===== src/lapipe_consts.svh =====
`ifndef LAPIPE_CONSTS_SVH
`define LAPIPE_CONSTS_SVH

// Datapath width
`define LAPIPE_XLEN 32

// Architectural registers, r0 hardwired to zero
`define LAPIPE_NREG 32

// Issue queue entries and producer credits after reset
`define LAPIPE_IQ_DEPTH 4

`endif


===== src/lapipe_pkg.sv =====
`include "lapipe_consts.svh"

package lapipe_pkg;

    typedef enum logic [2:0] {
        OP_ADD,
        OP_SUB,
        OP_AND,
        OP_OR,
        OP_XOR,
        OP_SLL,
        OP_ADDI,   // imm replaces rk
        OP_MUL     // Lane 1 only
    } op_e;

    typedef logic [$clog2(`LAPIPE_NREG)-1:0] reg_idx_t;
    typedef logic [`LAPIPE_XLEN-1:0]         xlen_t;

    typedef struct packed {
        op_e      op;
        reg_idx_t rj;
        reg_idx_t rk;
        reg_idx_t rd;
        xlen_t    imm;
        logic     valid;
    } uop_t;

    typedef struct packed {
        uop_t lane1;
        uop_t lane0;
    } uop_pair_t;

endpackage


===== src/issue_queue.sv =====
`timescale 1ns/100ps
`include "lapipe_consts.svh"

module issue_queue (
    input  logic                  clk_i,
    input  logic                  rst_n_i,
    input  logic                  push_i,
    input  lapipe_pkg::uop_pair_t pair_i,
    input  logic                  pop_i,
    output lapipe_pkg::uop_pair_t head_o,
    output logic                  head_valid_o,
    output logic                  credit_o
);
    import lapipe_pkg::*;

    localparam int DEPTH = `LAPIPE_IQ_DEPTH;
    localparam int PW    = (DEPTH > 1) ? $clog2(DEPTH) : 1;

    uop_pair_t     mem [DEPTH];
    logic [PW-1:0] head_q;
    logic [PW-1:0] tail_q;
    logic [PW:0]   count_q;
    logic          full;
    logic          do_push;
    logic          do_pop;

    function automatic logic [PW-1:0] next_ptr(input logic [PW-1:0] p);
        return (p == PW'(DEPTH - 1)) ? '0 : p + 1'b1;
    endfunction

    assign full         = (count_q == (PW+1)'(DEPTH));
    assign head_valid_o = (count_q != '0);
    assign head_o       = mem[head_q];

    assign do_push = push_i && !full;     // Full push is a producer bug
    assign do_pop  = pop_i && head_valid_o;

    always_ff @(posedge clk_i or negedge rst_n_i) begin
        if (!rst_n_i) begin
            head_q   <= '0;
            tail_q   <= '0;
            count_q  <= '0;
            credit_o <= 1'b0;
        end else begin
            if (do_push)
                tail_q <= next_ptr(tail_q);
            if (do_pop)
                head_q <= next_ptr(head_q);
            case ({do_push, do_pop})
                2'b10:   count_q <= count_q + 1'b1;
                2'b01:   count_q <= count_q - 1'b1;
                default: count_q <= count_q;
            endcase
            credit_o <= do_pop;           // One credit back per popped pair
        end
    end

    always_ff @(posedge clk_i) begin
        if (do_push)
            mem[tail_q] <= pair_i;
    end

endmodule


===== config.mk =====
export PLATFORM = sky130hd
export DESIGN_NAME = issue_queue
export DESIGN_NICKNAME = d
export VERILOG_FILES = /design/src/lapipe_pkg.sv /design/src/issue_queue.sv
export VERILOG_INCLUDE_DIRS = /design/src /design/src/src
export SDC_FILE = /design/constraint.sdc
export NUM_CORES = 1
export LEC_CHECK = 0
export BUFFER_PORTS_ARGS = -buffer_cell sky130_fd_sc_hd__buf_2
export CORE_MARGIN = 1.5
export CORE_UTILIZATION = 40
export CTS_CLUSTER_SIZE = 16
export DETAILED_ROUTE_END_ITERATION = 8
export PLACE_DENSITY = 0.65
export SLEW_MARGIN = 15
export SYNTH_ARGS = -nofsm -noshare
export SYNTH_HDL_FRONTEND = slang
export SYNTH_SLANG_ARGS = --single-unit

===== constraint.sdc =====
create_clock -name clk_i -period 6.8 [get_ports clk_i]
set_clock_uncertainty 0.1 [all_clocks]
set_input_delay 0.68 -clock clk_i [delete_from_list [all_inputs] [get_ports clk_i]]
set_output_delay 0.68 -clock clk_i [all_outputs]
set_load 0.01 [all_outputs]

==> impl_metrics.csv <==
group,metric,value,unit
status,status,"finished clean",
drt,viasPerCell,4.97,
logic_synthesis,synth_seq_cells,416,
clocking,post_cts_buffers,0,
placed_design,place_area,16800,um2
sta,worstMarginPinSlew,1.11,ns
floorplanning,io_pins,210,
grt,overflow,0,
drt,routed-via-count,6745,
drt,wire_per_inst,21.4,um
sta,hold_viol_final,0,
logic_synthesis,syn_area,15200,um2
logic_synthesis,yosysUniqueCellTypes,21,
min_path,hp-class,"input port to flip-flop",
placed_design,globalplace.congestion,0.666,
clocking,htree_levels,2,
drt,wirelength,29.0,mm
logic_synthesis,synthCells,574,
sta,rsz0062_at_grt,"false",
clocking,cts_sinks,416,
setup_path,cp_cell_sequence,"buf_4 > mux4_2 > buf_2",
setup_path,critPathKind,"flip-flop to primary output",
floorplanning,dieArea,39300,um2
grt,groute.usage.overall,15.1,%
clocking,clk_pin_slew,0.06,ns
setup_path,crit_required,6.02,ns
cells_and_area,drive_above_1_share,45.8,%
setup_path,crit_path_end_kind,"primary output",
cells_and_area,nets,927,
clocking,clk_latency,0.55,ns
setup_path,cp.arrival,3.23,ns
sta,timing.fmax,249,MHz
setup_path,slowest_stage,"dfrtp_4",
drt,drt_iter0_markers,341,
logic_synthesis,yosysSeqAreaShare,81.7,%
floorplanning,core,37600,um2
power,powerDensity,440,nW/um2
clocking,numCtsBuffers,44,
floorplanning,die_y,198,um
clocking,root_buffer,"clkbuf_16",
run,drv_cap,0,
clocking,clockBufferDepth,3,
sta,final-setup-viol-count,0,
floorplanning,fp.dieW,198,um
setup_path,critPathMaxStageDelay,1.08,ns
sta,relSlewSlack,25.8,%
logic_synthesis,yosys_warnings,0,
drt,ant_nets,0,
power,vdd_drop_max,0.272,mV
cells_and_area,final_cell_mix,"edfxtp_1, buf_2, mux4_2",
grt,grt_antenna_before_repair,5,
grt,grt_pass1_wl,43.7,mm
setup_path,cp_max_fo,49,
logic_synthesis,synth_top_area_share,80.4,%
setup_path,start_kind,"flip-flop",
sta,min_period,4.01,ns
sta,slew_violations,0,
clocking,cts_resized,0,
grt,grt_pass1_vias,7296,
logic_synthesis,syn_area_per_cell,26.5,um2
clocking,cts_tree,"built",
sta,fin_tns_setup,0,ns
floorplanning,initial_utilization,40.5,%
logic_synthesis,synth_area_leaders,"edfxtp_1, mux4_2, dfrtp_1",
placed_design,dp_hpwl,16.6,mm
cells_and_area,area_growth,18.8,%
grt,grt_max_degree,67,
power,p_leak,6.14,nW
placed_design,numPortBuffers,209,
power,power.total,7.96,mW
drt,drtPass1Iterations,4,
logic_synthesis,synth.largest_area_cell,"edfxtp_1",
sta,timing.final.ws_setup,2.79,ns
placed_design,dp_slack,3.19,ns
floorplanning,row_count,71,
cells_and_area,mostFrequentLayoutCell,"edfxtp_1",
cells_and_area,final_cell_area,18100,um2
sta,timing.final.crit_share,59.0,%
drt,route.detailed.drc,0,
logic_synthesis,synth_nets,687,
flip-flops by register name (all words and copies together) (netlist names):
name and flops:
mem 408, count_q 3, head_q 2, tail_q 2, credit_o 1
worst paths after layout:
path	depth (start not counted)	endpoint	slack (ns)	startpoint
worst max-delay path	3	head_o[6]	2.79	head_q[0]$_DFFE_PN0P_
worst min register to register	1	count_q[0]$_DFFE_PN0P_	0.40	count_q[0]$_DFFE_PN0P_
worst max register to register	4	mem[0][33]$_DFFE_PP_	3.51	count_q[1]$_DFFE_PN0P_
min in group asynchronous	2	count_q[1]$_DFFE_PN0P_	0.41	rst_n_i
worst min-delay path	1	mem[3][51]$_DFFE_PP_	0.23	pair_i[51]
max in group asynchronous	2	head_q[0]$_DFFE_PN0P_	5.98	rst_n_i
synthesized netlist by cell type:
master,number
a31oi_1,1
and2_1,4
buf_1,3
buf_12,6
buf_2,8
buf_4,4
buf_6,1
buf_8,1
dfrtp_1,8
edfxtp_1,408
fa_1,1
ha_1,6
inv_1,8
mux2_2,4
mux2i_1,1
mux4_2,102
nand2_1,1
nor2_1,3
or3_1,1
xnor2_1,1
xor2_1,2
power by group:
group          total, mW  internal [mW]  switching (mW)
logic               2.09          0.990            1.10
registers           3.66           3.39           0.263
clock network       2.22           1.29           0.933
worst max-delay path: cells and delay by family (launching register included):
kind	cells	cell delay, ns
flip-flops	1	1.08
buffers and inverters	2	0.96
multiplexers	1	0.62
kinds of logic (layout without fill, tap and decap cells):
family / Yosys count / count (layout) / share of synthesized area [%]
buffers and inverters: 31 / 299 / 1.69
multiplexers: 107 / 107 / 15.4
flip-flops: 416 / 416 / 81.7
other: 0 / 3 / 0
AO/OA/AOI/OAI: 1 / 1 / 0.0411
XOR/XNOR: 3 / 3 / 0.172
AND/OR/NAND/NOR: 9 / 9 / 0.304
adder cells (fa/ha/maj): 7 / 7 / 0.624
area by class of cell:
| type | instances | area, um2 |
|---|---|---|
| antenna | 3 | 7.51 |
| clock buffer | 57 | 1170 |
| clock inverter | 17 | 145 |
| fill | 3072 | 19500 |
| inverter | 8 | 30.0 |
| multi-input combinational | 127 | 2540 |
| sequential | 416 | 12500 |
| tap | 511 | 639 |
| timing repair buffer | 217 | 1110 |
stage by stage:
stage               hold slack, ns  instances  utilization [%]
floorplan                    0.284        574                -
global placement             0.381       1278             44.6
detailed placement           0.387       1278             44.6
CTS                          0.197       1353             48.1
global route                 0.203       1354             48.1
finish                       0.234       1356             48.2
per-layer routing:
layer  track usage [%]  vias to the layer above  part of all wire [%]
met2              24.3                      186                    49
met1              19.4                     3550                    42
met3              5.48                       56                   7.6
met5                 0                        -                  0.16
li1                  -                     2947                     -
met4              4.41                        6                   2.0
what timing repair did:
| item | in CTS | in global routing |
|---|---|---|
| hold buffers | 1 | 0 |
| hold endpoints to repair | 8 | 0 |
| setup endpoints to repair | 0 | 0 |
Note: power is estimated with default switching activity, not from simulation.
