--- src/lapipe_consts.svh ---
`ifndef LAPIPE_CONSTS_SVH
`define LAPIPE_CONSTS_SVH

// Datapath width
`define LAPIPE_XLEN 32

// Architectural registers, r0 hardwired to zero
`define LAPIPE_NREG 32

// Issue queue entries and producer credits after reset
`define LAPIPE_IQ_DEPTH 4

`endif

--- src/lapipe_pkg.sv ---
`include "lapipe_consts.svh"

package lapipe_pkg;

    typedef enum logic [2:0] {
        OP_ADD,
        OP_SUB,
        OP_AND,
        OP_OR,
        OP_XOR,
        OP_SLL,
        OP_ADDI,   // imm replaces rk
        OP_MUL     // Lane 1 only
    } op_e;

    typedef logic [$clog2(`LAPIPE_NREG)-1:0] reg_idx_t;
    typedef logic [`LAPIPE_XLEN-1:0]         xlen_t;

    typedef struct packed {
        op_e      op;
        reg_idx_t rj;
        reg_idx_t rk;
        reg_idx_t rd;
        xlen_t    imm;
        logic     valid;
    } uop_t;

    typedef struct packed {
        uop_t lane1;
        uop_t lane0;
    } uop_pair_t;

endpackage

--- src/bypass_if.sv ---
`timescale 1ns/100ps

// One stage register as seen by forwarding and write-back
interface bypass_if;
    import lapipe_pkg::*;

    reg_idx_t [2:0] tag;     // Zero when the slot carries nothing
    logic     [2:0] ready;   // Value may be forwarded
    xlen_t    [2:0] data;

    modport source (
        output tag,
        output ready,
        output data
    );

    modport sink (
        input tag,
        input ready,
        input data
    );

endinterface

--- src/ex1_forward.sv ---
`timescale 1ns/100ps
`include "lapipe_consts.svh"

module ex1_forward (
    input  lapipe_pkg::reg_idx_t    rj_i,
    input  lapipe_pkg::reg_idx_t    rk_i,
    input  logic [`LAPIPE_XLEN-1:0] rj_data_i,
    input  logic [`LAPIPE_XLEN-1:0] rk_data_i,
    bypass_if.sink                  ex1_ex2,
    bypass_if.sink                  ex2_wb,
    output logic [`LAPIPE_XLEN-1:0] rj_data_o,
    output logic [`LAPIPE_XLEN-1:0] rk_data_o,
    output logic                    stall_o
);
    import lapipe_pkg::*;

    localparam int NSRC = 5;

    reg_idx_t src_tag  [NSRC];
    logic     src_rdy  [NSRC];
    xlen_t    src_data [NSRC];
    logic     rj_stall;
    logic     rk_stall;

    // Candidates in priority order, youngest first
    always_comb begin
        src_tag[0]  = ex1_ex2.tag[1];
        src_rdy[0]  = ex1_ex2.ready[1];
        src_data[0] = ex1_ex2.data[1];
        src_tag[1]  = ex1_ex2.tag[0];
        src_rdy[1]  = ex1_ex2.ready[0];
        src_data[1] = ex1_ex2.data[0];
        src_tag[2]  = ex2_wb.tag[1];
        src_rdy[2]  = ex2_wb.ready[1];
        src_data[2] = ex2_wb.data[1];
        src_tag[3]  = ex2_wb.tag[0];
        src_rdy[3]  = ex2_wb.ready[0];
        src_data[3] = ex2_wb.data[0];
        src_tag[4]  = ex2_wb.tag[2];      // MUL result
        src_rdy[4]  = ex2_wb.ready[2];
        src_data[4] = ex2_wb.data[2];
    end

    function automatic void pick(
        input  reg_idx_t src,
        input  xlen_t    rf_val,
        output xlen_t    val,
        output logic     stall
    );
        logic hit;
        hit   = 1'b0;
        val   = rf_val;
        stall = 1'b0;
        for (int i = 0; i < NSRC; i++) begin
            // r0 never matches, its tag also marks an empty slot
            if (!hit && src != '0 && src == src_tag[i]) begin
                hit   = 1'b1;
                val   = src_data[i];
                stall = !src_rdy[i];      // Producer still computing
            end
        end
    endfunction

    always_comb begin
        pick(rj_i, rj_data_i, rj_data_o, rj_stall);
    end

    always_comb begin
        pick(rk_i, rk_data_i, rk_data_o, rk_stall);
    end

    assign stall_o = rj_stall || rk_stall;

endmodule

--- src/ex1_stage.sv ---
`timescale 1ns/100ps
`include "lapipe_consts.svh"

module ex1_stage (
    input  logic                          clk_i,
    input  logic                          rst_n_i,
    input  lapipe_pkg::uop_pair_t         head_i,
    input  logic                          head_valid_i,
    output logic                          pop_o,
    output lapipe_pkg::reg_idx_t [3:0]    rd_addr_o,
    input  logic [3:0][`LAPIPE_XLEN-1:0]  rd_data_i,
    bypass_if.source                      ex1_ex2,
    bypass_if.sink                        ex2_wb,
    output logic [`LAPIPE_XLEN-1:0]       mul_lo_o,
    output logic [`LAPIPE_XLEN-1:0]       mul_hi_o,
    output lapipe_pkg::reg_idx_t          mul_rd_o
);
    import lapipe_pkg::*;

    localparam int H = `LAPIPE_XLEN / 2;

    uop_pair_t ex1_q;
    reg_idx_t  rk0_src;
    reg_idx_t  rk1_src;
    reg_idx_t  tag0_n;
    reg_idx_t  tag1_n;
    xlen_t     a0, b0, a1, b1;
    logic      st0, st1;
    logic      stall;
    logic      l1_mul;

    bypass_if ex1_ex2_fb ();              // Read-back of our own EX1/EX2 register

    function automatic xlen_t alu(input uop_t u, input xlen_t a, input xlen_t b);
        case (u.op)
            OP_ADD:  return a + b;
            OP_SUB:  return a - b;
            OP_AND:  return a & b;
            OP_OR:   return a | b;
            OP_XOR:  return a ^ b;
            OP_SLL:  return a << b[4:0];
            OP_ADDI: return a + u.imm;
            default: return '0;           // MUL completes in EX2
        endcase
    endfunction

    assign rd_addr_o = {ex1_q.lane1.rk, ex1_q.lane1.rj, ex1_q.lane0.rk, ex1_q.lane0.rj};
    assign rk0_src   = (ex1_q.lane0.op == OP_ADDI) ? '0 : ex1_q.lane0.rk;
    assign rk1_src   = (ex1_q.lane1.op == OP_ADDI) ? '0 : ex1_q.lane1.rk;

    assign ex1_ex2_fb.tag   = ex1_ex2.tag;
    assign ex1_ex2_fb.ready = ex1_ex2.ready;
    assign ex1_ex2_fb.data  = ex1_ex2.data;

    ex1_forward i_fwd0 (
        .rj_i(ex1_q.lane0.rj), .rk_i(rk0_src),
        .rj_data_i(rd_data_i[0]), .rk_data_i(rd_data_i[1]),
        .ex1_ex2(ex1_ex2_fb), .ex2_wb(ex2_wb),
        .rj_data_o(a0), .rk_data_o(b0), .stall_o(st0)
    );

    ex1_forward i_fwd1 (
        .rj_i(ex1_q.lane1.rj), .rk_i(rk1_src),
        .rj_data_i(rd_data_i[2]), .rk_data_i(rd_data_i[3]),
        .ex1_ex2(ex1_ex2_fb), .ex2_wb(ex2_wb),
        .rj_data_o(a1), .rk_data_o(b1), .stall_o(st1)
    );

    assign stall  = (ex1_q.lane0.valid && st0) || (ex1_q.lane1.valid && st1);
    assign pop_o  = head_valid_i && !stall;
    assign l1_mul = ex1_q.lane1.valid && (ex1_q.lane1.op == OP_MUL);
    assign tag0_n = (ex1_q.lane0.valid && !stall) ? ex1_q.lane0.rd : '0;
    assign tag1_n = (ex1_q.lane1.valid && !stall) ? ex1_q.lane1.rd : '0;

    always_ff @(posedge clk_i or negedge rst_n_i) begin
        if (!rst_n_i) begin
            ex1_q         <= '0;
            ex1_ex2.tag   <= '0;
            ex1_ex2.ready <= '0;
            mul_rd_o      <= '0;
        end else begin
            if (!stall)
                ex1_q <= pop_o ? head_i : '0;     // Hold the pair on stall
            ex1_ex2.tag   <= {reg_idx_t'(0), tag1_n, tag0_n};
            ex1_ex2.ready <= {1'b0, !l1_mul, 1'b1};
            mul_rd_o      <= (l1_mul && !stall) ? ex1_q.lane1.rd : '0;
        end
    end

    // Low product bits only, cross terms folded into one partial
    always_ff @(posedge clk_i) begin
        ex1_ex2.data <= {xlen_t'(0), alu(ex1_q.lane1, a1, b1), alu(ex1_q.lane0, a0, b0)};
        mul_lo_o     <= a1[H-1:0] * b1[H-1:0];
        mul_hi_o     <= a1[`LAPIPE_XLEN-1:H] * b1[H-1:0] + a1[H-1:0] * b1[`LAPIPE_XLEN-1:H];
    end

endmodule

--- src/flat_wrapper.sv ---
// flat-port wrapper written by rule: the top's interface ports become plain ports
module ex1_stage_flat import lapipe_pkg::*;
  (clk_i, rst_n_i, head_i, head_valid_i, pop_o, rd_addr_o, rd_data_i, mul_lo_o, mul_hi_o, mul_rd_o, ex1_ex2_tag, ex1_ex2_ready, ex1_ex2_data, ex2_wb_tag, ex2_wb_ready, ex2_wb_data);
  bypass_if ex1_ex2_i ();
  bypass_if ex2_wb_i ();
  input  logic clk_i;
  input  logic rst_n_i;
  input  lapipe_pkg::uop_pair_t head_i;
  input  logic head_valid_i;
  output logic pop_o;
  output lapipe_pkg::reg_idx_t [3:0] rd_addr_o;
  input  logic [3:0][`LAPIPE_XLEN-1:0] rd_data_i;
  output logic [`LAPIPE_XLEN-1:0] mul_lo_o;
  output logic [`LAPIPE_XLEN-1:0] mul_hi_o;
  output lapipe_pkg::reg_idx_t mul_rd_o;
  output wire logic [$bits(ex1_ex2_i.tag)-1:0] ex1_ex2_tag;
  output wire logic [$bits(ex1_ex2_i.ready)-1:0] ex1_ex2_ready;
  output wire logic [$bits(ex1_ex2_i.data)-1:0] ex1_ex2_data;
  input wire logic [$bits(ex2_wb_i.tag)-1:0] ex2_wb_tag;
  input wire logic [$bits(ex2_wb_i.ready)-1:0] ex2_wb_ready;
  input wire logic [$bits(ex2_wb_i.data)-1:0] ex2_wb_data;
  assign ex1_ex2_tag = ex1_ex2_i.tag;
  assign ex1_ex2_ready = ex1_ex2_i.ready;
  assign ex1_ex2_data = ex1_ex2_i.data;
  assign ex2_wb_i.tag = ex2_wb_tag;
  assign ex2_wb_i.ready = ex2_wb_ready;
  assign ex2_wb_i.data = ex2_wb_data;
  ex1_stage u_core (.clk_i(clk_i), .rst_n_i(rst_n_i), .head_i(head_i), .head_valid_i(head_valid_i), .pop_o(pop_o), .rd_addr_o(rd_addr_o), .rd_data_i(rd_data_i), .ex1_ex2(ex1_ex2_i), .ex2_wb(ex2_wb_i), .mul_lo_o(mul_lo_o), .mul_hi_o(mul_hi_o), .mul_rd_o(mul_rd_o));
endmodule
--- config.mk ---
export PLATFORM = sky130hd
export DESIGN_NAME = ex1_stage_flat
export DESIGN_NICKNAME = d
export VERILOG_FILES = /design/src/lapipe_pkg.sv /design/src/bypass_if.sv /design/src/ex1_forward.sv /design/src/ex1_stage.sv /design/src/flat_wrapper.sv
export VERILOG_INCLUDE_DIRS = /design/src /design/src/src
export SDC_FILE = /design/constraint.sdc
export NUM_CORES = 2
export LEC_CHECK = 0
export ABC_AREA = 1
export BUFFER_PORTS_ARGS = -buffer_cell sky130_fd_sc_hd__buf_2
export CAP_MARGIN = 25
export CORE_UTILIZATION = 45
export DETAILED_ROUTE_END_ITERATION = 10
export PLACE_DENSITY = 0.63
export SLEW_MARGIN = 5
export SYNTH_ARGS = -nofsm -noshare
export SYNTH_HDL_FRONTEND = slang
export SYNTH_SLANG_ARGS = --single-unit
export TNS_END_PERCENT = 1
--- constraint.sdc ---
create_clock -name clk_i -period 14.95 [get_ports clk_i]
set_input_delay 2.99 -clock clk_i [delete_from_list [all_inputs] [get_ports clk_i]]
set_output_delay 2.99 -clock clk_i [all_outputs]
set_load 0.01 [all_outputs]
==> results_dict.tcl <==
set metrics [dict create \
    rsz0062_at_grt "no" \
    htreeDepth 2 \
    slew_headroom 0.1552 \
    path_class "in -> reg" \
    cts_root_buf "clkbuf_16" \
    dieArea_mm2 0.1214 \
    yosysUniqueCellTypes 65 \
    grt-ovfl-total 0 \
    ant_nets 0 \
    synth_edf_count 0 \
    worstPathRequired_ns 15.51 \
    initial_utilization 0.4556 \
    yosysTopAreaCell "fa_1" \
    wl_per_cell_um 28.59 \
    worst_slack_ns 1.859 \
    setup_viol 0 \
    die_width_um 348.4 \
    cts_buffer_depth 3 \
    max_stage_delay_ns 0.71 \
    hold_viol 0 \
    yosys_most_used_dff "dfxtp_1" \
    period_minus_slack_ns 13.09 \
    yosys_warnings 0 \
    numCtsBuffers 35 \
    cpMostUsedCell "fa_1" \
    fin_util 0.5005 \
    drive_gt1_frac 0.1083 \
    drv_cap 0 \
    setup_tns_ns 0 \
    cp.arrival_ns 13.65 \
    clock_sinks 247 \
    cpMaxStageDelayCell "clkinv_1" \
    hp-start "u_core.ex1_q[36]" \
    nNetsFinal 9691 \
    avgSynthCellArea_um2 6.839 \
    area_growth_pct 9.862 \
    fin_worst_skew_ns 0.06556 \
    seq_area_frac_synth 0.1026 \
    regArea_mm2 0.005540 \
    coreArea_mm2 0.1186 \
    first_iter_violations 7741 \
    post_cts_resized 0 \
    grt_pass1_vias 57330 \
    netlist_instances 7897 \
    asyncSetResetFlopFracSynth 0.4818 \
    dpl.cell_count 9773 \
    place_congestion 1.071 \
    ctsHoldBuffers 0 \
    crit_start "ex2_wb_tag[3]" \
    drt-vias-per-instance 5.936 \
    outcome "finished clean" \
    max_freq_ghz 0.07639 \
    startpoint_type "input port" \
    antenna_found_initial 26 \
    r2r_slack_ns 2.95 \
    drtPass1Iterations 9 \
    clkLatencyLatePin_ns 0.66 \
    worst_pin_slew_ns 1.254 \
    slew_viol_final 0 \
    dp_hpwl_um 225700 \
    drc_errors 0 \
    pre_cts_slack_ns 1.509 \
    crit_path_end_kind "register" \
    hold_path_class "reg -> reg" \
    ioPinCount 551 \
    fill_cells 12190 \
    regToRegStartpoint "u_core.ex1_q[99]" \
    finalNonFillerCells 9859 \
    crit_family "adder cells" \
    grt_start_max_net_pins 67 \
    wirelength_um 281800 \
    multi_input_area_mm2 0.04125 \
    path_max_fanout 30 \
    ys_ff_latch 247 \
    grt_pass1_wl_um 401000 \
    fin_crit_sh 0.8756 \
    path_buf_inv 6 \
    postCtsSetupBuffers 0 \
    vias 58520 \
    die_h_um 348.4 \
    std_cell_rows 126 \
    ys_top_cells_by_area "fa_1 (24%), nand2_1 (13%), ha_1 (11%)" \
    portBuffers 512 \
    gr-usage-all-layers 0.4594 \
    synth_area_mm2 0.05401 \
    path_clk_slew_ns 0.09 \
    cts_tree "yes" \
    synth_top_area_share 0.2380 \
]
-- worst reg2reg max path: cells and delay by family, from the launching register on --
kind	cells	cell delay, ns
adder cells (fa/ha/maj)	9	4.00
AO/OA/AOI/OAI	10	2.12
AND/OR/NAND/NOR	17	3.50
buffers and inverters	11	1.86
flip-flops	1	0.42
-- cells in the final DEF (no fill, tap or decap), drive strengths merged, types with 2 or more instances in the layout --
master,n
nand2,1825
inv,1434
nor2,720
nand3,699
buf,677
fa,642
ha,490
o21ai,457
a21oi,271
dfxtp,128
dfrtp,119
o211ai,97
xor2,86
a22o,67
nand4,54
a221oi,47
clkbuf,45
a22oi,43
nor3,43
xnor2,42
conb,39
or2,35
clkinv,29
diode,22
o22ai,19
a21boi,18
nand3b,17
o21bai,16
o221ai,13
nor4,13
a31oi,11
a21o,7
o21a,6
and2,5
o2111ai,4
o31ai,4
a211oi,3
o311ai,3
bufinv,3
clkinvlp,2
-- sequential cells by signal, indices dropped and copies added, names as in the netlist --
signal,count
u_core.ex1_ex2.tag,10
u_core.mul_rd_o,5
u_core.mul_lo_o,32
u_core.ex1_q,82
u_core.mul_hi_o,32
u_core.ex1_ex2.ready,2
u_core.rd_addr_o,20
u_core.ex1_ex2.data,64
-- cell usage after synthesis (5+ instances only) --
master	instances
xnor2_1	42
buf_1	44
nor3_2	5
clkinv_1	19
a221oi_1	47
o22ai_1	19
nand4_1	52
nand3_2	6
inv_1	1390
o211ai_1	97
buf_4	67
clkbuf_1	228
o21ai_1	43
or2_1	6
nor4_1	11
buf_2	94
fa_1	642
o21bai_1	16
ha_1	490
a31oi_1	11
o21a_1	6
xor2_1	86
nor3_1	38
or2_2	28
a22oi_1	43
inv_2	41
o21ai_0	412
nor2_2	9
nor2_1	707
nand2_1	1807
a22o_1	67
a21o_1	7
a21oi_1	268
dfxtp_1	128
dfrtp_1	119
o221ai_1	13
a21boi_0	12
nand3b_1	17
nand2_2	14
nand3_1	690
-- cell type report --
cell class              count  share of cell area
clock buffers              45             0.01607
diodes                     22           0.0009278
well taps                1600             0.03374
inverters                1451             0.09186
clock inverters            17            0.003943
repair buffers            677             0.06493
multi-input cells        5800              0.6952
flip-flops and latches    247             0.09337
-- per-layer routing --
layer,routed length (um),up-vias,share of wire,track usage
met5,99,-,0.00035,0
met4,25090,8,0.089,0.3386
met3,31560,1028,0.11,0.1195
met2,122500,3962,0.43,0.7106
met1,102600,28190,0.36,0.5509
li1,-,25330,-,-
-- stage by stage --
step	cell area [um^2]	hold WS, ns
after global routing	59310	0.5057
after global placement	58010	0.4655
after CTS	59220	0.4868
after detailed placement	58040	0.4736
after floorplan	54150	0.4572
final	59330	0.4880
-- cells by family after synthesis --
| family | count (synthesis) | share of synthesized area |
|---|---|---|
| AOI/OAI and AO/OA | 1088 | 0.1213 |
| xor gates and xnor gates | 128 | 0.02076 |
| adders and majority gates | 1132 | 0.3515 |
| buffers and inverters | 1887 | 0.1384 |
| DFF | 247 | 0.1026 |
| other | 2 | 0.0001391 |
| and+or+nand+nor | 3413 | 0.2653 |
-- path summary, 6_finish.rpt --
path                                         end  cells after the start
setup / recovery             u_core.mul_hi_o[29]                     35
max in group asynchronous       u_core.ex1_q[72]                      2
min in group asynchronous       u_core.ex1_q[33]                      1
hold reg to reg            u_core.ex1_ex2.tag[3]                      2
hold / removal             u_core.ex1_ex2.tag[3]                      2
setup reg to reg             u_core.mul_hi_o[28]                     47
Power is not shown: default switching activity piles up to over one toggle a cycle in this logic, so the estimate is an artifact.
