## src/lapipe_consts.svh

```systemverilog
`ifndef LAPIPE_CONSTS_SVH
`define LAPIPE_CONSTS_SVH

// Datapath width
`define LAPIPE_XLEN 32

// Architectural registers, r0 hardwired to zero
`define LAPIPE_NREG 32

// Issue queue entries and producer credits after reset
`define LAPIPE_IQ_DEPTH 4

`endif

```

## src/lapipe_pkg.sv

```systemverilog
`include "lapipe_consts.svh"

package lapipe_pkg;

    typedef enum logic [2:0] {
        OP_ADD,
        OP_SUB,
        OP_AND,
        OP_OR,
        OP_XOR,
        OP_SLL,
        OP_ADDI,   // imm replaces rk
        OP_MUL     // Lane 1 only
    } op_e;

    typedef logic [$clog2(`LAPIPE_NREG)-1:0] reg_idx_t;
    typedef logic [`LAPIPE_XLEN-1:0]         xlen_t;

    typedef struct packed {
        op_e      op;
        reg_idx_t rj;
        reg_idx_t rk;
        reg_idx_t rd;
        xlen_t    imm;
        logic     valid;
    } uop_t;

    typedef struct packed {
        uop_t lane1;
        uop_t lane0;
    } uop_pair_t;

endpackage

```

## src/bypass_if.sv

```systemverilog
`timescale 1ns/100ps

// One stage register as seen by forwarding and write-back
interface bypass_if;
    import lapipe_pkg::*;

    reg_idx_t [2:0] tag;     // Zero when the slot carries nothing
    logic     [2:0] ready;   // Value may be forwarded
    xlen_t    [2:0] data;

    modport source (
        output tag,
        output ready,
        output data
    );

    modport sink (
        input tag,
        input ready,
        input data
    );

endinterface

```

## src/ex2_stage.sv

```systemverilog
`timescale 1ns/100ps
`include "lapipe_consts.svh"

module ex2_stage (
    input  logic                    clk_i,
    input  logic                    rst_n_i,
    bypass_if.sink                  ex1_ex2,
    input  logic [`LAPIPE_XLEN-1:0] mul_lo_i,
    input  logic [`LAPIPE_XLEN-1:0] mul_hi_i,
    input  lapipe_pkg::reg_idx_t    mul_rd_i,
    bypass_if.source                ex2_wb
);
    import lapipe_pkg::*;

    localparam int H = `LAPIPE_XLEN / 2;

    xlen_t    mul_res;
    reg_idx_t slot1_tag;

    // Only the low half of the cross partial reaches the low word
    assign mul_res = mul_lo_i + {mul_hi_i[H-1:0], {H{1'b0}}};

    // Lane 1 ALU slot is empty when lane 1 was a MUL
    assign slot1_tag = ex1_ex2.ready[1] ? ex1_ex2.tag[1] : '0;

    assign ex2_wb.ready = 3'b111;         // Everything here is final

    always_ff @(posedge clk_i or negedge rst_n_i) begin
        if (!rst_n_i) begin
            ex2_wb.tag <= '0;
        end else begin
            ex2_wb.tag <= {mul_rd_i, slot1_tag, ex1_ex2.tag[0]};
        end
    end

    always_ff @(posedge clk_i) begin
        ex2_wb.data <= {mul_res, ex1_ex2.data[1], ex1_ex2.data[0]};
    end

endmodule

```

## src/flat_wrapper.sv

```systemverilog
// flat-port wrapper written by rule: the top's interface ports become plain ports
module ex2_stage_flat import lapipe_pkg::*;
  (clk_i, rst_n_i, mul_lo_i, mul_hi_i, mul_rd_i, ex1_ex2_tag, ex1_ex2_ready, ex1_ex2_data, ex2_wb_tag, ex2_wb_ready, ex2_wb_data);
  bypass_if ex1_ex2_i ();
  bypass_if ex2_wb_i ();
  input  logic clk_i;
  input  logic rst_n_i;
  input  logic [`LAPIPE_XLEN-1:0] mul_lo_i;
  input  logic [`LAPIPE_XLEN-1:0] mul_hi_i;
  input  lapipe_pkg::reg_idx_t mul_rd_i;
  input wire logic [$bits(ex1_ex2_i.tag)-1:0] ex1_ex2_tag;
  input wire logic [$bits(ex1_ex2_i.ready)-1:0] ex1_ex2_ready;
  input wire logic [$bits(ex1_ex2_i.data)-1:0] ex1_ex2_data;
  output wire logic [$bits(ex2_wb_i.tag)-1:0] ex2_wb_tag;
  output wire logic [$bits(ex2_wb_i.ready)-1:0] ex2_wb_ready;
  output wire logic [$bits(ex2_wb_i.data)-1:0] ex2_wb_data;
  assign ex1_ex2_i.tag = ex1_ex2_tag;
  assign ex1_ex2_i.ready = ex1_ex2_ready;
  assign ex1_ex2_i.data = ex1_ex2_data;
  assign ex2_wb_tag = ex2_wb_i.tag;
  assign ex2_wb_ready = ex2_wb_i.ready;
  assign ex2_wb_data = ex2_wb_i.data;
  ex2_stage u_core (.clk_i(clk_i), .rst_n_i(rst_n_i), .ex1_ex2(ex1_ex2_i), .mul_lo_i(mul_lo_i), .mul_hi_i(mul_hi_i), .mul_rd_i(mul_rd_i), .ex2_wb(ex2_wb_i));
endmodule
```

## config.mk

```make
export PLATFORM = sky130hd
export DESIGN_NAME = ex2_stage_flat
export DESIGN_NICKNAME = d
export VERILOG_FILES = /design/src/lapipe_pkg.sv /design/src/bypass_if.sv /design/src/ex2_stage.sv /design/src/flat_wrapper.sv
export VERILOG_INCLUDE_DIRS = /design/src /design/src/src
export SDC_FILE = /design/constraint.sdc
export NUM_CORES = 1
export LEC_CHECK = 0
export BUFFER_PORTS_ARGS = -buffer_cell sky130_fd_sc_hd__buf_2
export CORE_AREA = 2 2 118 120
export DETAILED_ROUTE_END_ITERATION = 16
export DIE_AREA = 0 0 120 122
export GPL_TIMING_DRIVEN = 1
export SLEW_MARGIN = 10
export SYNTH_ARGS = -nofsm -noshare
export SYNTH_HDL_FRONTEND = slang
export SYNTH_SLANG_ARGS = --single-unit
```

## constraint.sdc

```tcl
create_clock -name clk_i -period 0.8 [get_ports clk_i]
set_clock_uncertainty 0.1 [all_clocks]
set_input_delay 0.08 -clock clk_i [delete_from_list [all_inputs] [get_ports clk_i]]
set_output_delay 0.08 -clock clk_i [all_outputs]
set_load 0.05 [all_outputs]
```

==> results of run 1 <==
==> synth_stat cells <==
library cell and number:
a211o_1 1, a211oi_2 1, a21o_1 2, a21o_4 1
a21oi_1 17, a2bb2oi_1 1, a311oi_1 1, a311oi_2 1
a31oi_1 1, and2_1 5, and3_1 1, buf_4 3
clkbuf_1 1, clkinv_1 1, conb_1 1, dfrtp_1 15
dfxtp_1 96, fa_1 1, ha_1 15, inv_1 3
mux2i_1 1, nand2_1 8, nand3_1 5, nor2_1 5
nor2b_1 1, nor3_1 3, o211ai_1 3, o21ai_0 6
o21ai_1 1, o21bai_1 2, o22ai_1 1, o41ai_2 1
or2_2 1, xnor2_1 10, xor2_1 5
==> final cells by class <==
type	instances	area [µm²]	share of cell area [%]
sequential	111	2420	32.2
tap	180	225	3.00
inverter	4	17.5	0.233
multi-input combinational	104	1080	14.3
clock buffer	9	225	3.00
clock inverter	7	75.1	0.999
timing repair buffer	378	3480	46.3
==> report_power, final <==
group | total (mW) | switching, mW | internal (mW)
sequential | 6.32 | 0.270 | 6.05
combinational | 4.72 | 2.51 | 2.22
clock | 4.43 | 2.22 | 2.21
total | 15.5 | 4.99 | 10.5
==> what timing repair did <==
item	CTS	global route
hold buffers	98	1
endpoints found under the setup margin	124	126
pin swaps	23	8
hold endpoints to repair	113	3
resized for setup	402	22
setup buffers	3	1
==> state kept, by name, indices dropped and copies added (netlist names) <==
signal	flops
u_core.ex2_wb.data	96
u_core.ex2_wb.tag	15
==> per-stage QoR <==
stage | std cells | setup slack (ns) | instance area (µm²) | utilization, %
finish | 793 | -0.724 | 7520 | 55.7
global route | 793 | -0.771 | 7520 | 55.7
CTS | 792 | -0.711 | 7420 | 55.0
detailed placement | 675 | -1.10 | 4920 | 36.4
global placement | 675 | -1.06 | 4920 | 36.4
floorplan | 223 | -0.863 | 3250 | -
==> cell families after synthesis <==
logic type	share of synthesized area [%]
xor+xnor	4.24
flops	74.1
other cells	0.121
fa+ha+maj	6.70
compound gates	8.72
buf+inv	1.33
mux	0.323
simple gates	4.48
==> final timing paths <==
path,from,end,slack (ns)
worst min-delay path,mul_hi_i[15],u_core.ex2_wb.data[95],-0.07
worst max-delay path,mul_lo_i[16],u_core.ex2_wb.data[92],-0.72
min in group asynchronous,rst_n_i,u_core.ex2_wb.tag[5],0.08
max in group asynchronous,rst_n_i,u_core.ex2_wb.tag[14],0.25
==> metal layers <==
metal  up-vias  wire, µm  track usage [%]
li1       1520         -                -
met1      1497      4100             14.9
met2       148      6920             31.6
met3        36       968             5.71
met4         0       506             9.56
met5         -         0                0
==> critical path: cells and delay by family <==
family | cells | cell delay (ns)
AOI/OAI and AO/OA | 3 | 0.77
adders and majority gates | 2 | 0.51
xor gates and xnor gates | 1 | 0.16
buffers and inverters | 1 | 0.10
and+or+nand+nor | 1 | 0.10
==> metrics.yaml, run 1 <==
power:
  leakage_nw: 3.41
  powerDensity_nw_per_um2: 2060
  power_mw: 15.5
  vdd_drop_max_mv: 0.913
sta:
  setup_tns_ns: -30.04
  layout_setup_ws_ns: -0.724
  period_minus_slack_ns: 1.52
  drv_slew: 0
  clock.fmax_ghz: 0.656
  fin_crit_sh_pct: 190
  finalSetupViolations: 126
  rsz0062_at_grt: "yes"
  hold_ws_ns: -0.0708
  finalHoldViolations: 2
placement:
  gp_congestion: 0.774
  dp_hpwl_um: 7620
  io_buffers: 240
clock_network:
  cts_made_buffers: 9
  clkTransAtPathRegs_ns: 0.08
  clockBufferDepth: 2
  cts.sinks: 111
  cts_max_level: 3
  cts_tree: "built"
  cts-root-buf: "clkbuf_16"
cells_and_area:
  final_common_cell: "buf_2"
  syn2layout_area_growth_pct: 142
  drive_gt1_share_pct: 70.8
  most-common-layout-cells: "buf_2 (124), dlygate4sd3_1 (98), dfxtp_2 (96), buf_8 (68), buf_6 (52)"
  nNetsFinal: 809
  fillers: 1059
  diodes: 0
detailed_routing:
  dr.pass1.iters: 4
  wirelength_um: 12500
  remaining_drc_errors: 0
  num_vias: 3201
  vias_per_cell: 4.04
  antenna_left: 0
  avgRoutedWirePerCell_um: 15.8
  drt-initial-drc-count: 119
global_route:
  grt_pass1_wl_um: 18100
  gr-usage-all-layers_pct: 16.5
  grt_pass1_vias: 3514
  grt_max_degree: 22
  grt-ovfl-total: 0
  antenna_found_initial: 0
yosys:
  syn_area_um2: 3100
  synth_area_leaders: "dfxtp_1 (62%), dfrtp_1 (12%), ha_1 (6.1%)"
  synth_top_area_cell: "dfxtp_1"
  synth_cell_type_count: 35
  syn_area_per_cell_um2: 14.0
  ys_seq_elements: 111
  synth_top_cell_area_share_pct: 62.0
  syn_inst: 221
  synth.yosys.seq_area_share_pct: 74.1
  ys_warn_count: 0
floorplan:
  dieHeight_um: 122
  die_area_um2: 14600
  placementRows: 43
  core_region_area_um2: 13500
  io_pins: 299
  initial_core_util_pct: 23.0
  die_width_um: 120
setup_path:
  worstSetupPathType: "in2reg"
  worst_path_max_delay_cell: "fa_2"
  critical_path.cell_chain: "buf_6, ha_4, fa_2, a21o_4, a311oi_4, nor3_2, o41ai_2, xnor2_1"
  max_stage_delay_ns: 0.35
  endpoint_kind: "flip-flop"
  cp_max_fo: 3
  required_ns: 0.98
  critPathLaunchType: "input port"
  cp.arrival_ns: 1.71
min_path:
  whs_path_depth: 3
  min_path_type: "in2reg"
status:
  violations: "negative hold slack, negative setup slack"
  status: "complete, but fails checks"
job:
  maxCapViolCount: 0
Note: power is estimated with default switching activity, not from simulation.
==> run 2: changes to the inputs <==
Settings changed: PLACE_DENSITY_LB_ADDON set to 0.05.
==> metrics.yaml, run 2 (same netlist as run 1, synthesis figures left out) <==
global_route:
  grt_max_degree: 19  # -14%
  grt-ovfl-total: 0  # unchanged
  grt_pass1_wl_um: 15900  # -12%
  gr-usage-all-layers_pct: 14.6  # -1.9 points
  antenna_found_initial: 2  # +2
  grt_pass1_vias: 3145  # -11%
setup_path:
  critPathLaunchType: "input port"
  endpoint_kind: "flip-flop"
  worst-path-buf-inv: 1  # unchanged
  cp_max_fo: 3  # unchanged
  cp.arrival_ns: 1.71  # about the same
  worstSetupPathType: "in2reg"
  crit_family: "compound AO/OA/AOI/OAI gates"
  worst_path_max_delay_cell: "fa_2"
  max_stage_delay_ns: 0.35  # about the same
  critical_path.cell_chain: "buf_6, ha_4, fa_2, a21o_4, a311oi_4, nor3_2, o41ai_2, xnor2_1"
  required_ns: 0.98  # about the same
detailed_routing:
  wirelength_um: 11100  # -11%
  vias_per_cell: 3.85  # -4.6%
  num_vias: 3074  # -4.0%
  dr.pass1.iters: 4  # unchanged
  avgRoutedWirePerCell_um: 13.9  # -12%
  drt-initial-drc-count: 43  # -64%
  remaining_drc_errors: 0  # unchanged
  antenna_left: 0  # unchanged
clock_network:
  clockBufferDepth: 2  # unchanged
  cts.sinks: 111  # unchanged
  cts_max_level: 3  # unchanged
  cts-root-buf: "clkbuf_16"
  cts_made_buffers: 9  # unchanged
  cts_tree: "built"
  cts_hold_buf: 98  # unchanged
  clkTransAtPathRegs_ns: 0.07  # about the same
power:
  swShare_pct: 31.4  # -0.93 points
  powerDensity_nw_per_um2: 2030  # -1.4%
  vdd_drop_max_mv: 0.911  # -0.20%
  clockPowerShare_pct: 27.7  # -0.9 points
  p_int_mw: 10.4  # -1.1%
  pwr-share-comb_pct: 30.5  # about the same
  leakage_nw: 3.38  # -0.64%
  p_sw_mw: 4.73  # -5.2%
  p_seq_share_pct: 41.8  # +1.0 points
  power_mw: 15.1  # -2.4%
cells_and_area:
  nNetsFinal: 812  # +0.37%
  syn2layout_area_growth_pct: 140
  drive_gt1_share_pct: 70.5  # -0.34 points
  top_regs: "u_core.ex2_wb.data x96, u_core.ex2_wb.tag x15"
  largest_reg_flops: 96  # unchanged
  most-common-layout-cells: "buf_2 (127), dlygate4sd3_1 (98), dfxtp_2 (96), buf_8 (64), buf_6 (51)"
  final_common_cell: "buf_2"
  regMostFlops: "u_core.ex2_wb.data"
  fin_area_um2: 7430  # -1.1%
  fillers: 1122  # +5.9%
placement:
  gp_congestion: 0.752  # -3.0%
  dp_slack_ns: -1.14  # -0.0318 ns
  io_buffers: 240  # unchanged
  dp_hpwl_um: 7750  # +1.6%
  postPlaceCellArea_um2: 4970  # +1.1%
sta:
  setup_tns_ns: -28.92  # +1.12 ns
  period_minus_slack_ns: 1.53  # +0.00518 ns
  drv_slew: 0  # unchanged
  rsz0062_at_grt: "yes"
  finalSetupViolations: 125  # -0.79%
  layout_setup_ws_ns: -0.729  # -0.00518 ns
  fin_crit_sh_pct: 191  # +0.65 points
  hold_ws_ns: -0.0731  # -0.00229 ns
  clock.fmax_ghz: 0.654  # -0.34%
  finalHoldViolations: 2  # unchanged
job:
  maxCapViolCount: 0  # unchanged
floorplan:
  initial_core_util_pct: 23.0  # unchanged
  die_width_um: 120  # unchanged
  dieHeight_um: 122  # unchanged
  die_area_um2: 14600  # unchanged
  core_region_area_um2: 13500  # unchanged
  placementRows: 43  # unchanged
  io_pins: 299  # unchanged
status:
  violations: "negative hold slack, negative setup slack"
  status: "complete, but fails checks"
min_path:
  min_path_type: "in2reg"
-- run 2: cell count changes in the layout (fill, tap and decap cells not counted), sizes merged --
cell / before / now
buf: 280 / 283
clkinv: 5 / 3
diode: 0 / 2
clkbuf: 9 / 10
clkinvlp: 0 / 1
-- run 2: cell type report --
| type | instances | area (µm²) | share of cell area, % |
|---|---|---|---|
| antenna | 2 | 5.00 | 0.0673 |
| timing repair buffer | 381 | 3460 | 46.5 |
| clock inverter | 6 | 43.8 | 0.589 |
| sequential | 111 | 2420 | 32.5 |
| tap | 180 | 225 | 3.03 |
| multi-input combinational | 104 | 1040 | 14.0 |
| clock buffer | 10 | 229 | 3.08 |
| inverter | 4 | 15.0 | 0.202 |
-- run 2: metal layers --
metal | up-vias | track usage (%) | wire, µm
met5 | - | 0 | 0
met4 | 0 | 7.43 | 235
met3 | 16 | 4.07 | 803
met2 | 129 | 27.2 | 5980
met1 | 1402 | 14.9 | 4040
li1 | 1527 | - | -
-- run 2: repair_timing --
| item | CTS | global route |
|---|---|---|
| endpoints found under the hold margin | 113 | 2 |
| endpoints found under the setup margin | 125 | 125 |
| gates resized for setup | 377 | 32 |
| pin swaps | 9 | 8 |
| setup buffers | 1 | 0 |
-- run 2: metrics by stage --
stage               util, %  hold slack [ns]  cells
finish                 55.0          -0.0731    798
global route           55.0          -0.0652    798
CTS                    54.0          -0.0807    797
detailed placement     36.8          -0.0983    682
global placement       36.8          -0.0964    682
floorplan                 -           -0.316    223
-- run 2: path summary, 6_finish.rpt --
check,cells past startpoint,from,slack [ns],end
setup / recovery,8,mul_lo_i[16],-0.73,u_core.ex2_wb.data[92]
max in group asynchronous,2,rst_n_i,0.26,u_core.ex2_wb.tag[3]
hold / removal,3,mul_hi_i[15],-0.07,u_core.ex2_wb.data[95]
min in group asynchronous,2,rst_n_i,0.08,u_core.ex2_wb.tag[11]
-- run 2: power by group through the flow --
| stage | Clock, mW | Combinational [mW] | Sequential [mW] |
|---|---|---|---|
| after global placement | 0 | 3.36 | 6.17 |
| after global routing | 4.62 | 4.84 | 6.34 |
| after floorplan | 0 | 0.671 | 7.71 |
| after detailed placement | 0 | 3.36 | 6.18 |
| final | 4.18 | 4.61 | 6.30 |
| after CTS | 4.37 | 4.49 | 6.28 |
==> run 3: changes to the inputs <==
Clock period 0.8 ns to 1.2 ns, I/O delays scaled along.
==> metrics.yaml, run 3 (same netlist as run 1, synthesis figures left out) <==
status:
  status: "complete, but fails checks"
  violations: "negative hold slack, negative setup slack"
detailed_routing:
  avgRoutedWirePerCell_um: 12.8  # -7.6%
  remaining_drc_errors: 0  # unchanged
  drt-initial-drc-count: 106  # +150%
  dr.pass1.iters: 4  # unchanged
  antenna_left: 0  # unchanged
  wirelength_um: 10300  # -6.7%
  num_vias: 3048  # -0.85%
  vias_per_cell: 3.78  # -1.8%
placement:
  postPlaceCellArea_um2: 4970  # unchanged
  gp_congestion: 0.758  # +0.83%
  place_inst: 682  # unchanged
  dp_slack_ns: -0.761  # +0.375 ns
  io_buffers: 240  # unchanged
  dp_hpwl_um: 7620  # -1.7%
floorplan:
  die_area_um2: 14600  # unchanged
  placementRows: 43  # unchanged
  die_width_um: 120  # unchanged
  initial_core_util_pct: 23.0  # unchanged
  core_region_area_um2: 13500  # unchanged
  dieHeight_um: 122  # unchanged
  io_pins: 299  # unchanged
global_route:
  use_met2_pct: 24.5  # -2.7 points
  globalRouteMet3Util_pct: 4.63  # +0.56 points
  busiest_layer: "met2"
  grt-ovfl-total: 0  # unchanged
  grt_pass1_wl_um: 15100  # -5.5%
  grt_use_met1_pct: 13.8  # -1.1 points
  gr-usage-all-layers_pct: 13.5  # -1.1 points
  grt_max_degree: 20  # +1
  grt_pass1_vias: 3073  # -2.3%
  antenna_found_initial: 1  # -1
clock_network:
  cts_max_level: 3  # unchanged
  cts.sinks: 111  # unchanged
  cts_hold_buf: 100  # +2.0%
  cts-root-buf: "clkbuf_16"
  clkTransAtPathRegs_ns: 0.08  # about the same
  cts_made_buffers: 9  # unchanged
  cts_tree: "built"
  clockBufferDepth: 2  # unchanged
setup_path:
  endpoint_kind: "flip-flop"
  crit_family: "compound AO/OA/AOI/OAI gates"
  critical_path.cell_chain: "buf_6, ha_4, fa_2, a21o_4, a311oi_4, nor2_1, a211oi_2, xnor2_1"
  cp.arrival_ns: 1.72  # about the same
  worst_path_max_delay_cell: "fa_2"
  cp_max_fo: 3  # unchanged
  required_ns: 1.34  # +0.36 ns
  worst-path-buf-inv: 1  # unchanged
  max_stage_delay_ns: 0.35  # about the same
  worstSetupPathType: "in2reg"
  critPathLaunchType: "input port"
cells_and_area:
  nNetsFinal: 821  # +1.1%
  fillers: 1260  # +12%
  fin_util_pct: 48.0  # -7.0 points
  regMostFlops: "u_core.ex2_wb.data"
  syn2layout_area_growth_pct: 109
  fin_area_um2: 6480  # -13%
  top_regs: "u_core.ex2_wb.data x96, u_core.ex2_wb.tag x15"
  final_common_cell: "buf_2"
  most-common-layout-cells: "buf_2 (230), dlygate4sd3_1 (100), dfxtp_1 (96), buf_4 (47), dfrtp_1 (15)"
  finalNonFillerCells: 806  # +1.0%
  largest_reg_flops: 96  # unchanged
  drive_gt1_share_pct: 54.7  # -16 points
power:
  power_mw: 9.75  # -35%
  vdd_drop_max_mv: 0.736  # -19%
  powerDensity_nw_per_um2: 1500  # -26%
  leakage_nw: 3.13  # -7.4%
sta:
  layout_setup_ws_ns: -0.384  # +0.345 ns
  finalSetupViolations: 8  # -94%
  period_minus_slack_ns: 1.58
  finalHoldViolations: 1  # -1
  fin_crit_sh_pct: 132
  clock.fmax_ghz: 0.631
  drv_slew: 0  # unchanged
  setup_tns_ns: -2.01  # +26.91 ns
  rsz0062_at_grt: "yes"
  hold_ws_ns: -0.00793  # +0.0651 ns
min_path:
  min_path_type: "in2reg"
job:
  maxCapViolCount: 0  # unchanged
## run 3: changes by cell type in the layout (fill, tap and decap cells not counted), sizes merged
cell         previous run  this run
buf                   283       282
bufinv                  0         1
clkbuf                 10        18
clkinvlp                1         0
diode                   2         1
dlygate4sd3            98       100
## run 3: cell type report
type,count,area (µm²),area share (%)
antenna,1,2.50,0.0386
clock buffer,10,239,3.69
clock inverter,6,75.1,1.16
inverter,4,15.0,0.232
multi-input combinational,104,1010,15.5
sequential,111,2300,35.4
tap,180,225,3.47
timing repair buffer,390,2620,40.4
## run 3: path summary, 6_finish.rpt
check,startpoint,slack (ns),to,cells past startpoint
max in group asynchronous,rst_n_i,0.63,u_core.ex2_wb.tag[8],2
min in group asynchronous,rst_n_i,0.12,u_core.ex2_wb.tag[13],2
max,mul_lo_i[16],-0.38,u_core.ex2_wb.data[94],8
min,mul_hi_i[1],-0.008,u_core.ex2_wb.data[81],2
## run 3: repair_timing
| item | in CTS | in global routing |
|---|---|---|
| pin swaps | 13 | 8 |
| resized for setup | 16 | 15 |
| endpoints found under the setup margin | 10 | 19 |
| hold endpoints to repair | 113 | 1 |
| setup buffers | 4 | 3 |
## run 3: routing by layer
metal / wire length (µm) / share of wire [%] / vias to the layer above
li1: - / - / 1537
met1: 3790 / 37 / 1361
met2: 5380 / 52 / 132
met3: 895 / 8.7 / 18
met4: 255 / 2.5 / 0
met5: 0 / 0 / -
## run 3: where the power goes
| group | leakage [nW] | internal (mW) | switching, mW |
|---|---|---|---|
| combinational | 1.98 | 0.995 | 1.62 |
| sequential | 0.991 | 3.97 | 0.0635 |
| clock | 0.157 | 1.71 | 1.39 |
| total | 3.13 | 6.68 | 3.07 |
